[config.mk]
export PLATFORM = sky130hd
export DESIGN_NAME = vdp
export DESIGN_NICKNAME = d
export VERILOG_FILES = /design/src/vram_pkg.sv /design/src/vdp_reg_pkg.sv /design/src/vram_req_if.sv /design/src/vdp_cpu_port.sv /design/src/vdp_fill_engine.sv /design/src/vram_arbiter.sv /design/src/vdp.sv
export SDC_FILE = /design/constraint.sdc
export NUM_CORES = 1
export LEC_CHECK = 0
export BUFFER_PORTS_ARGS = -buffer_cell sky130_fd_sc_hd__buf_2
export CAP_MARGIN = 30
export CORE_UTILIZATION = 50
export CTS_BUF_LIST = sky130_fd_sc_hd__clkbuf_4 sky130_fd_sc_hd__clkbuf_8 sky130_fd_sc_hd__clkbuf_16
export DETAILED_ROUTE_END_ITERATION = 7
export HOLD_SLACK_MARGIN = 0.03
export PLACE_DENSITY = 0.72
export SKIP_LAST_GASP = 1
export SYNTH_ARGS = -nofsm -noshare
export SYNTH_HDL_FRONTEND = slang
export SYNTH_HIERARCHICAL = 1
export SYNTH_SLANG_ARGS = --single-unit
[constraint.sdc]
create_clock -name reset -period 2.5 [get_ports reset]
set_input_delay 0.5 -clock reset [delete_from_list [all_inputs] [get_ports reset]]
set_output_delay 0.5 -clock reset [all_outputs]
set_load 0.01 [all_outputs]
[src/vram_pkg.sv]
`default_nettype none

package vram_pkg;

  localparam int VRAM_AW = 17;

  typedef logic [VRAM_AW-1:0] vram_addr_t;
  typedef logic [7:0]         vram_data_t;

  // Four-phase dot cycle
  typedef logic [1:0] dot_state_t;

  localparam dot_state_t SLOT_GRANT  = 2'd0;
  localparam dot_state_t SLOT_SAMPLE = 2'd2;

  // 256 dots at two dots per byte
  localparam logic [7:0] BYTES_PER_LINE = 8'd128;

  typedef enum logic {
    REQ_CPU  = 1'b0,
    REQ_FILL = 1'b1
  } requester_t;

endpackage

`default_nettype wire

[src/vdp_reg_pkg.sv]
`default_nettype none

package vdp_reg_pkg;

  // CPU port modes, palette and indirect modes are not kept
  typedef enum logic [1:0] {
    PORT_DATA = 2'd0,
    PORT_CTRL = 2'd1
  } port_mode_t;

  // Register numbers
  localparam logic [5:0] REG_VRAM_HI   = 6'd14;
  localparam logic [5:0] REG_CMD_FIRST = 6'd36;
  localparam logic [5:0] REG_DX_L      = 6'd36;
  localparam logic [5:0] REG_DY_L      = 6'd38;
  localparam logic [5:0] REG_NX_L      = 6'd40;
  localparam logic [5:0] REG_NY_L      = 6'd42;
  localparam logic [5:0] REG_CLR       = 6'd44;
  localparam logic [5:0] REG_CMD       = 6'd46;

  // Upper nibble of R46
  localparam logic [3:0] CMD_HMMV = 4'hC;

  // Bit positions in status and control bytes
  localparam logic [2:0] STAT_CE_BIT     = 3'd0;
  localparam logic [2:0] CTRL_REG_FLAG   = 3'd7;
  localparam logic [2:0] CTRL_WRITE_FLAG = 3'd6;

endpackage

`default_nettype wire

[src/vram_req_if.sv]
`timescale 1ns/10ps
`default_nettype none

interface vram_req_if;

  logic                 req;
  logic                 we;
  vram_pkg::vram_addr_t addr;
  vram_pkg::vram_data_t wdata;
  logic                 ack;
  vram_pkg::vram_data_t rdata;

  // Four-phase handshake, req held until ack, ack held until req drops
  modport requester (
    output req, we, addr, wdata,
    input  ack, rdata
  );

  modport arbiter (
    input  req, we, addr, wdata,
    output ack, rdata
  );

endinterface

`default_nettype wire

[src/vdp_cpu_port.sv]
`timescale 1ns/10ps
`default_nettype none

module vdp_cpu_port (
  input  wire                          reset,
  input  wire                          clk21m,
  input  wire                          req,
  output logic                         ack,
  input  wire                          wrt,
  input  wire vdp_reg_pkg::port_mode_t mode,
  input  wire [7:0]                    dbo,
  output logic [7:0]                   dbi,
  output logic                         cmd_reg_wr,
  output logic [5:0]                   cmd_reg_num,
  output logic [7:0]                   cmd_reg_data,
  input  wire                          cmd_busy,
  vram_req_if.requester                vram
);

  logic                 vreq;
  logic                 vwe;
  logic                 cpu_wait;
  logic                 second;
  logic [7:0]           first_byte;
  logic [2:0]           r14;
  vram_pkg::vram_addr_t addr;
  vram_pkg::vram_data_t wbuf;
  vram_pkg::vram_data_t rbuf;
  logic [7:0]           status;
  logic                 v_busy;
  logic                 is_data;
  logic                 ctrl_wr;
  logic                 ctrl_rd;
  logic                 addr_set;
  logic                 go;
  logic                 v_done;

  assign vram.req   = vreq;
  assign vram.we    = vwe;
  assign vram.addr  = addr;
  assign vram.wdata = wbuf;

  always_comb begin
    status = '0;
    status[vdp_reg_pkg::STAT_CE_BIT] = cmd_busy;
  end

  // --------------------
  // Request decode
  // --------------------
  assign v_busy   = vreq | vram.ack;
  assign v_done   = vreq & vram.ack;
  assign is_data  = (mode == vdp_reg_pkg::PORT_DATA);
  assign ctrl_wr  = (mode == vdp_reg_pkg::PORT_CTRL) && wrt;
  assign ctrl_rd  = (mode == vdp_reg_pkg::PORT_CTRL) && !wrt;
  assign addr_set = ctrl_wr && second && !dbo[vdp_reg_pkg::CTRL_REG_FLAG];
  // Anything that moves the address waits for the VRAM side to go idle
  assign go = req && !ack && !cpu_wait && !((is_data || addr_set) && v_busy);

  always_ff @(posedge reset or posedge clk21m) begin
    if (clk21m) begin
      ack        <= 1'b0;
      vreq       <= 1'b0;
      vwe        <= 1'b0;
      cpu_wait   <= 1'b0;
      second     <= 1'b0;
      r14        <= '0;
      addr       <= '0;
      cmd_reg_wr <= 1'b0;
    end else begin
      cmd_reg_wr <= 1'b0;
      if (ack && !req) begin
        ack <= 1'b0;
      end
      // Every finished VRAM access steps the address
      if (v_done) begin
        vreq <= 1'b0;
        addr <= addr + 1'b1;
        if (cpu_wait) begin
          ack      <= 1'b1;
          cpu_wait <= 1'b0;
        end
      end
      if (go) begin
        if (is_data) begin
          vreq     <= 1'b1;
          vwe      <= wrt;
          cpu_wait <= 1'b1;
        end else begin
          ack <= 1'b1;
          // Status read also restarts the byte pair
          if (ctrl_wr || ctrl_rd) begin
            second <= ctrl_wr && !second;
          end
          if (ctrl_wr && second) begin
            if (dbo[vdp_reg_pkg::CTRL_REG_FLAG]) begin
              if (dbo[5:0] == vdp_reg_pkg::REG_VRAM_HI) begin
                r14 <= first_byte[2:0];
              end
              cmd_reg_wr <= (dbo[5:0] >= vdp_reg_pkg::REG_CMD_FIRST);
            end else begin
              addr <= {r14, dbo[5:0], first_byte};
              if (!dbo[vdp_reg_pkg::CTRL_WRITE_FLAG]) begin
                vreq <= 1'b1;
                vwe  <= 1'b0;
              end
            end
          end
        end
      end
    end
  end

  // Data bytes and the read-ahead buffer
  always_ff @(posedge reset) begin
    if (go && ctrl_wr && !second) begin
      first_byte <= dbo;
    end
    if (go && ctrl_wr && second && dbo[vdp_reg_pkg::CTRL_REG_FLAG]) begin
      cmd_reg_num  <= dbo[5:0];
      cmd_reg_data <= first_byte;
    end
    if (go && is_data && wrt) begin
      wbuf <= dbo;
    end
    if (go && is_data && !wrt) begin
      dbi <= rbuf;
    end else if (go && ctrl_rd) begin
      dbi <= status;
    end
    if (v_done && !vwe) begin
      rbuf <= vram.rdata;
    end
  end

endmodule

`default_nettype wire

[src/vdp_fill_engine.sv]
`timescale 1ns/10ps
`default_nettype none

module vdp_fill_engine (
  input  wire           reset,
  input  wire           clk21m,
  input  wire           cmd_reg_wr,
  input  wire [5:0]     cmd_reg_num,
  input  wire [7:0]     cmd_reg_data,
  output logic          cmd_busy,
  vram_req_if.requester vram
);

  typedef enum logic [1:0] {
    F_IDLE,
    F_REQ,
    F_DROP
  } fill_state_t;

  fill_state_t state;
  logic [7:0]  dx;
  logic [7:0]  dy;
  logic [7:0]  nx;
  logic [7:0]  ny;
  logic [7:0]  clr;
  logic [7:0]  row;
  logic [6:0]  col;
  logic [6:0]  x_left;
  logic [7:0]  y_left;
  logic        start;

  assign start = cmd_reg_wr && !cmd_busy && (cmd_reg_num == vdp_reg_pkg::REG_CMD) &&
                 (cmd_reg_data[7:4] == vdp_reg_pkg::CMD_HMMV);

  // Two dots per byte, so columns are DX/2
  assign vram.req   = (state == F_REQ);
  assign vram.we    = 1'b1;
  assign vram.wdata = clr;
  assign vram.addr  = vram_pkg::vram_addr_t'(row) *
                      vram_pkg::vram_addr_t'(vram_pkg::BYTES_PER_LINE) +
                      vram_pkg::vram_addr_t'(col);

  // Parameters stay frozen while a fill runs
  always_ff @(posedge reset) begin
    if (cmd_reg_wr && !cmd_busy) begin
      case (cmd_reg_num)
        vdp_reg_pkg::REG_DX_L: dx  <= cmd_reg_data;
        vdp_reg_pkg::REG_DY_L: dy  <= cmd_reg_data;
        vdp_reg_pkg::REG_NX_L: nx  <= cmd_reg_data;
        vdp_reg_pkg::REG_NY_L: ny  <= cmd_reg_data;
        vdp_reg_pkg::REG_CLR:  clr <= cmd_reg_data;
        default: ;
      endcase
    end
  end

  // --------------------
  // HMMV sequencer
  // --------------------
  always_ff @(posedge reset or posedge clk21m) begin
    if (clk21m) begin
      state    <= F_IDLE;
      cmd_busy <= 1'b0;
      row      <= '0;
      col      <= '0;
      x_left   <= '0;
      y_left   <= '0;
    end else begin
      case (state)
        F_IDLE: begin
          if (start) begin
            cmd_busy <= 1'b1;
            row      <= dy;
            col      <= dx[7:1];
            x_left   <= nx[7:1];
            y_left   <= ny;
            state    <= F_REQ;
          end
        end
        F_REQ: begin
          if (vram.ack) begin
            state <= F_DROP;
            if (x_left > 7'd1) begin
              x_left <= x_left - 7'd1;
              col    <= col + 7'd1;
            end else begin
              // End of row, back to the left edge
              x_left <= nx[7:1];
              col    <= dx[7:1];
              row    <= row + 8'd1;
              y_left <= y_left - 8'd1;
            end
          end
        end
        F_DROP: begin
          if (!vram.ack) begin
            if (y_left == 8'd0) begin
              cmd_busy <= 1'b0;
              state    <= F_IDLE;
            end else begin
              state <= F_REQ;
            end
          end
        end
        default: state <= F_IDLE;
      endcase
    end
  end

endmodule

`default_nettype wire

[src/vram_arbiter.sv]
`timescale 1ns/10ps
`default_nettype none

module vram_arbiter (
  input  wire                       reset,
  input  wire                       clk21m,
  vram_req_if.arbiter               cpu,
  vram_req_if.arbiter               fill,
  output vram_pkg::vram_addr_t      pramadr,
  output vram_pkg::vram_data_t      pramdbo,
  input  wire vram_pkg::vram_data_t pramdbi,
  output logic                      pramwe_n
);

  vram_pkg::dot_state_t dot_state;
  vram_pkg::requester_t owner;
  logic                 active;
  logic                 ack_due;
  logic                 cpu_ack;
  logic                 fill_ack;
  vram_pkg::vram_data_t cpu_rdata;
  vram_pkg::vram_data_t fill_rdata;
  logic                 grant_slot;
  logic                 grant_cpu;
  logic                 grant_fill;
  logic                 sample;

  assign cpu.ack    = cpu_ack;
  assign cpu.rdata  = cpu_rdata;
  assign fill.ack   = fill_ack;
  assign fill.rdata = fill_rdata;

  // CPU wins the slot, the engine waits for the next one
  assign grant_slot = (dot_state == vram_pkg::SLOT_GRANT) && !active;
  assign grant_cpu  = grant_slot && cpu.req && !cpu_ack;
  assign grant_fill = grant_slot && !grant_cpu && fill.req && !fill_ack;
  assign sample     = (dot_state == vram_pkg::SLOT_SAMPLE) && active;

  always_ff @(posedge reset or posedge clk21m) begin
    if (clk21m) begin
      dot_state <= vram_pkg::SLOT_GRANT;
      owner     <= vram_pkg::REQ_CPU;
      active    <= 1'b0;
      ack_due   <= 1'b0;
      cpu_ack   <= 1'b0;
      fill_ack  <= 1'b0;
      pramwe_n  <= 1'b1;
    end else begin
      dot_state <= dot_state + 2'd1;
      pramwe_n  <= 1'b1;
      ack_due   <= 1'b0;
      if (grant_cpu || grant_fill) begin
        active   <= 1'b1;
        owner    <= grant_cpu ? vram_pkg::REQ_CPU : vram_pkg::REQ_FILL;
        // Write strobe lasts one cycle only
        pramwe_n <= grant_cpu ? !cpu.we : !fill.we;
      end
      if (sample) begin
        active  <= 1'b0;
        ack_due <= 1'b1;
      end
      if (ack_due) begin
        if (owner == vram_pkg::REQ_CPU) begin
          cpu_ack <= 1'b1;
        end else begin
          fill_ack <= 1'b1;
        end
      end
      if (cpu_ack && !cpu.req) begin
        cpu_ack <= 1'b0;
      end
      if (fill_ack && !fill.req) begin
        fill_ack <= 1'b0;
      end
    end
  end

  // Address, write data and read data
  always_ff @(posedge reset) begin
    if (grant_cpu) begin
      pramadr <= cpu.addr;
      pramdbo <= cpu.wdata;
    end else if (grant_fill) begin
      pramadr <= fill.addr;
      pramdbo <= fill.wdata;
    end
    if (sample && owner == vram_pkg::REQ_CPU) begin
      cpu_rdata <= pramdbi;
    end
    if (sample && owner == vram_pkg::REQ_FILL) begin
      fill_rdata <= pramdbi;
    end
  end

endmodule

`default_nettype wire

[src/vdp.sv]
`timescale 1ns/10ps
`default_nettype none

module vdp (
  input  wire                       reset,
  input  wire                       clk21m,
  input  wire                       req,
  output wire                       ack,
  input  wire                       wrt,
  input  wire [1:0]                 mode,
  input  wire [7:0]                 dbo,
  output wire [7:0]                 dbi,
  output vram_pkg::vram_addr_t      pramadr,
  output vram_pkg::vram_data_t      pramdbo,
  input  wire vram_pkg::vram_data_t pramdbi,
  output wire                       pramwe_n
);

  // Command register path
  wire       cmd_reg_wr;
  wire [5:0] cmd_reg_num;
  wire [7:0] cmd_reg_data;
  wire       cmd_busy;

  vram_req_if cpu_vram ();
  vram_req_if fill_vram ();

  vdp_cpu_port i_cpu_port (
    .reset        (reset),
    .clk21m       (clk21m),
    .req          (req),
    .ack          (ack),
    .wrt          (wrt),
    .mode         (vdp_reg_pkg::port_mode_t'(mode)),
    .dbo          (dbo),
    .dbi          (dbi),
    .cmd_reg_wr   (cmd_reg_wr),
    .cmd_reg_num  (cmd_reg_num),
    .cmd_reg_data (cmd_reg_data),
    .cmd_busy     (cmd_busy),
    .vram         (cpu_vram.requester)
  );

  vdp_fill_engine i_fill_engine (
    .reset        (reset),
    .clk21m       (clk21m),
    .cmd_reg_wr   (cmd_reg_wr),
    .cmd_reg_num  (cmd_reg_num),
    .cmd_reg_data (cmd_reg_data),
    .cmd_busy     (cmd_busy),
    .vram         (fill_vram.requester)
  );

  vram_arbiter i_arbiter (
    .reset    (reset),
    .clk21m   (clk21m),
    .cpu      (cpu_vram.arbiter),
    .fill     (fill_vram.arbiter),
    .pramadr  (pramadr),
    .pramdbo  (pramdbo),
    .pramdbi  (pramdbi),
    .pramwe_n (pramwe_n)
  );

endmodule

`default_nettype wire

==> results.json <==
{
  "slew_viol_final": 0,
  "hold_buffers": 0,
  "arrival_ps": 2630,
  "period_share_pct": 92.77,
  "cp_top_family": "simple AND/OR/NAND/NOR gates",
  "route.met2.wl_mm": 9.026,
  "cts_buffers": 17,
  "fp.dieArea_mm2": 0.01665,
  "final.setup_skew_ps": 7.659,
  "root_buffer": "clkbuf_16",
  "wl_mm": 18.21,
  "wl_met3_mm": 1.111,
  "clock.fmax_mhz": 431.2,
  "path_max_fanout": 20,
  "hold_path_class": "in2async",
  "track_usage_pct": 23.72,
  "port_buffers": 56,
  "grt_max_degree": 34,
  "crit_top_cell": "or4_4",
  "antenna_cells": 0,
  "io_pins": 57,
  "remaining_drc_errors": 0,
  "layout-drive-gt1-share_pct": 24.50,
  "layout-area-overhead-vs-synth_pct": 15.80,
  "critical_path_buf_inv_count": 0,
  "finalWeightedCongestion": 0.8410,
  "clkLatencyLatePin_ps": 430,
  "ys_warn_count": 6,
  "postSynthAreaPerCell_um2": 13.45,
  "vias_per_cell": 5.904,
  "routed-via-count": 5396,
  "reg_top3": "i_arbiter/pramadr (17), i_cpu_port/vram.addr (17)",
  "drv_cap": 0,
  "vdd_drop_max_v": 0.0004546,
  "drt_iter0_markers": 449,
  "setup_tns_ps": 0,
  "avgRoutedWirePerCell_um": 19.93,
  "max_slew_margin_pct": 38.25,
  "end_kind": "flip-flop",
  "post_cts_buffers": 0,
  "coreArea_mm2": 0.01583,
  "crit_chain": "or4_4 -> or4_4 -> a21oi_4 -> mux2_2",
  "tightest_slew_ps": 922.9,
  "num_rows": 46,
  "fp.dieH_um": 129.0,
  "placed_cells": 882,
  "antenna_found_initial": 0,
  "p_leak_nw": 3.701,
  "htreeDepth": 4,
  "grt_pass1_vias": 5382,
  "ctsResizeCount": 0,
  "setup_viol": 0,
  "first_pass_iters": 5,
  "grt_pass1_wl_mm": 29.11,
  "clk_pin_slew_worst_paths_ps": 70,
  "layout.nets": 716,
  "worst-r2r-setup-slack_ps": 180,
  "crit_slowest_cell": "or4_4",
  "syn_inst": 600,
  "path_class": "reg2reg",
  "powerDensity_mw_per_mm2": 669.0,
  "die_w_um": 129.0,
  "hold_violations": 0,
  "status": "finished, final reports clean",
  "power_w": 0.006252,
  "post-place-ws_ps": 199.3,
  "wl_met1_mm": 7.718,
  "netlist_area_mm2": 0.008069,
  "cts_tree": "built",
  "dpl.hpwl_mm": 12.97,
  "final.setup.worst_slack_ps": 180.7,
  "num-fill-cells": 1218,
  "rsz0062_at_grt": "false",
  "cts_buffer_depth": 2,
  "crit_path_start_kind": "flip-flop",
  "top_layer": "met4",
  "cts.sink_count": 184,
  "fin_cells": 914,
  "layout_min_cycle_time_ps": 2319,
  "overflow": 0,
  "crit_required_ps": 2810,
  "postRouteAntennaNets": 0,
  "initial_core_util_pct": 50.98,
  "max_stage_delay_ps": 700
}
[cells in the final DEF, fill, tap and decap left out, drive strengths merged, types with 5 or more instances in the layout]
cell      n
nor3     15
nand4    12
buf      90
mux2     32
edfxtp  117
and2     12
o211ai   13
xnor2     7
nor4      7
nor2     28
a31oi     5
clkbuf   17
o21ai    28
a22oi    12
clkinv    5
nand2    45
nand3    24
a21oi    11
ha        9
or4       5
dfrtp    66
mux2i     8
inv      32
o22ai     7
nor2b     5
or3       6
[area by class of cell]
type / instances / area (µm²) / area share (%)
Inverter: 27 / 101.3 / 1.085
Multi-Input combinational cell: 365 / 2618 / 28.01
Sequential cell: 184 / 5191 / 55.56
Timing Repair Buffer: 90 / 548.0 / 5.865
Tap cell: 216 / 270.3 / 2.892
Clock inverter: 15 / 190.2 / 2.035
Clock buffer: 17 / 425.4 / 4.553
[per-stage QoR]
step / util, % / area [µm²] / hold WS, ps
2_1_floorplan: - / 8075 / 314.9
3_3_place_gp: 55.15 / 8728 / 402.3
3_5_place_dp: 55.15 / 8728 / 405.4
4_1_cts: 59.04 / 9344 / 31.63
5_1_grt: 59.04 / 9344 / 44.15
6_report: 59.04 / 9344 / 41.85
[worst paths after layout]
check | start | endpoint | cells after the start
max | i_fill_engine/state[1] | i_fill_engine/row[1] | 4
min | clk21m | i_arbiter/active | 2
max reg2reg | i_fill_engine/state[1] | i_fill_engine/row[1] | 4
min reg2reg | i_arbiter/cpu.rdata[2] | i_cpu_port/rbuf[2] | 0
max in group asynchronous | clk21m | i_fill_engine/row[5] | 3
min in group reset | pramdbi[7] | i_arbiter/cpu.rdata[7] | 1
[routing by layer]
metal / track usage (%) / vias up
met5: 0 / -
met4: 9.827 / 0
met3: 5.863 / 32
met2: 38.25 / 223
met1: 30.92 / 2693
li1: - / 2448
[power by group]
| part | total (W) | switching (W) | internal, W |
|---|---|---|---|
| registers | 0.00330 | 0.0000442 | 0.00325 |
| clock network | 0.00278 | 0.00118 | 0.00160 |
| logic | 0.000175 | 0.000108 | 0.0000674 |
Power figures use the tool's default switching activity.
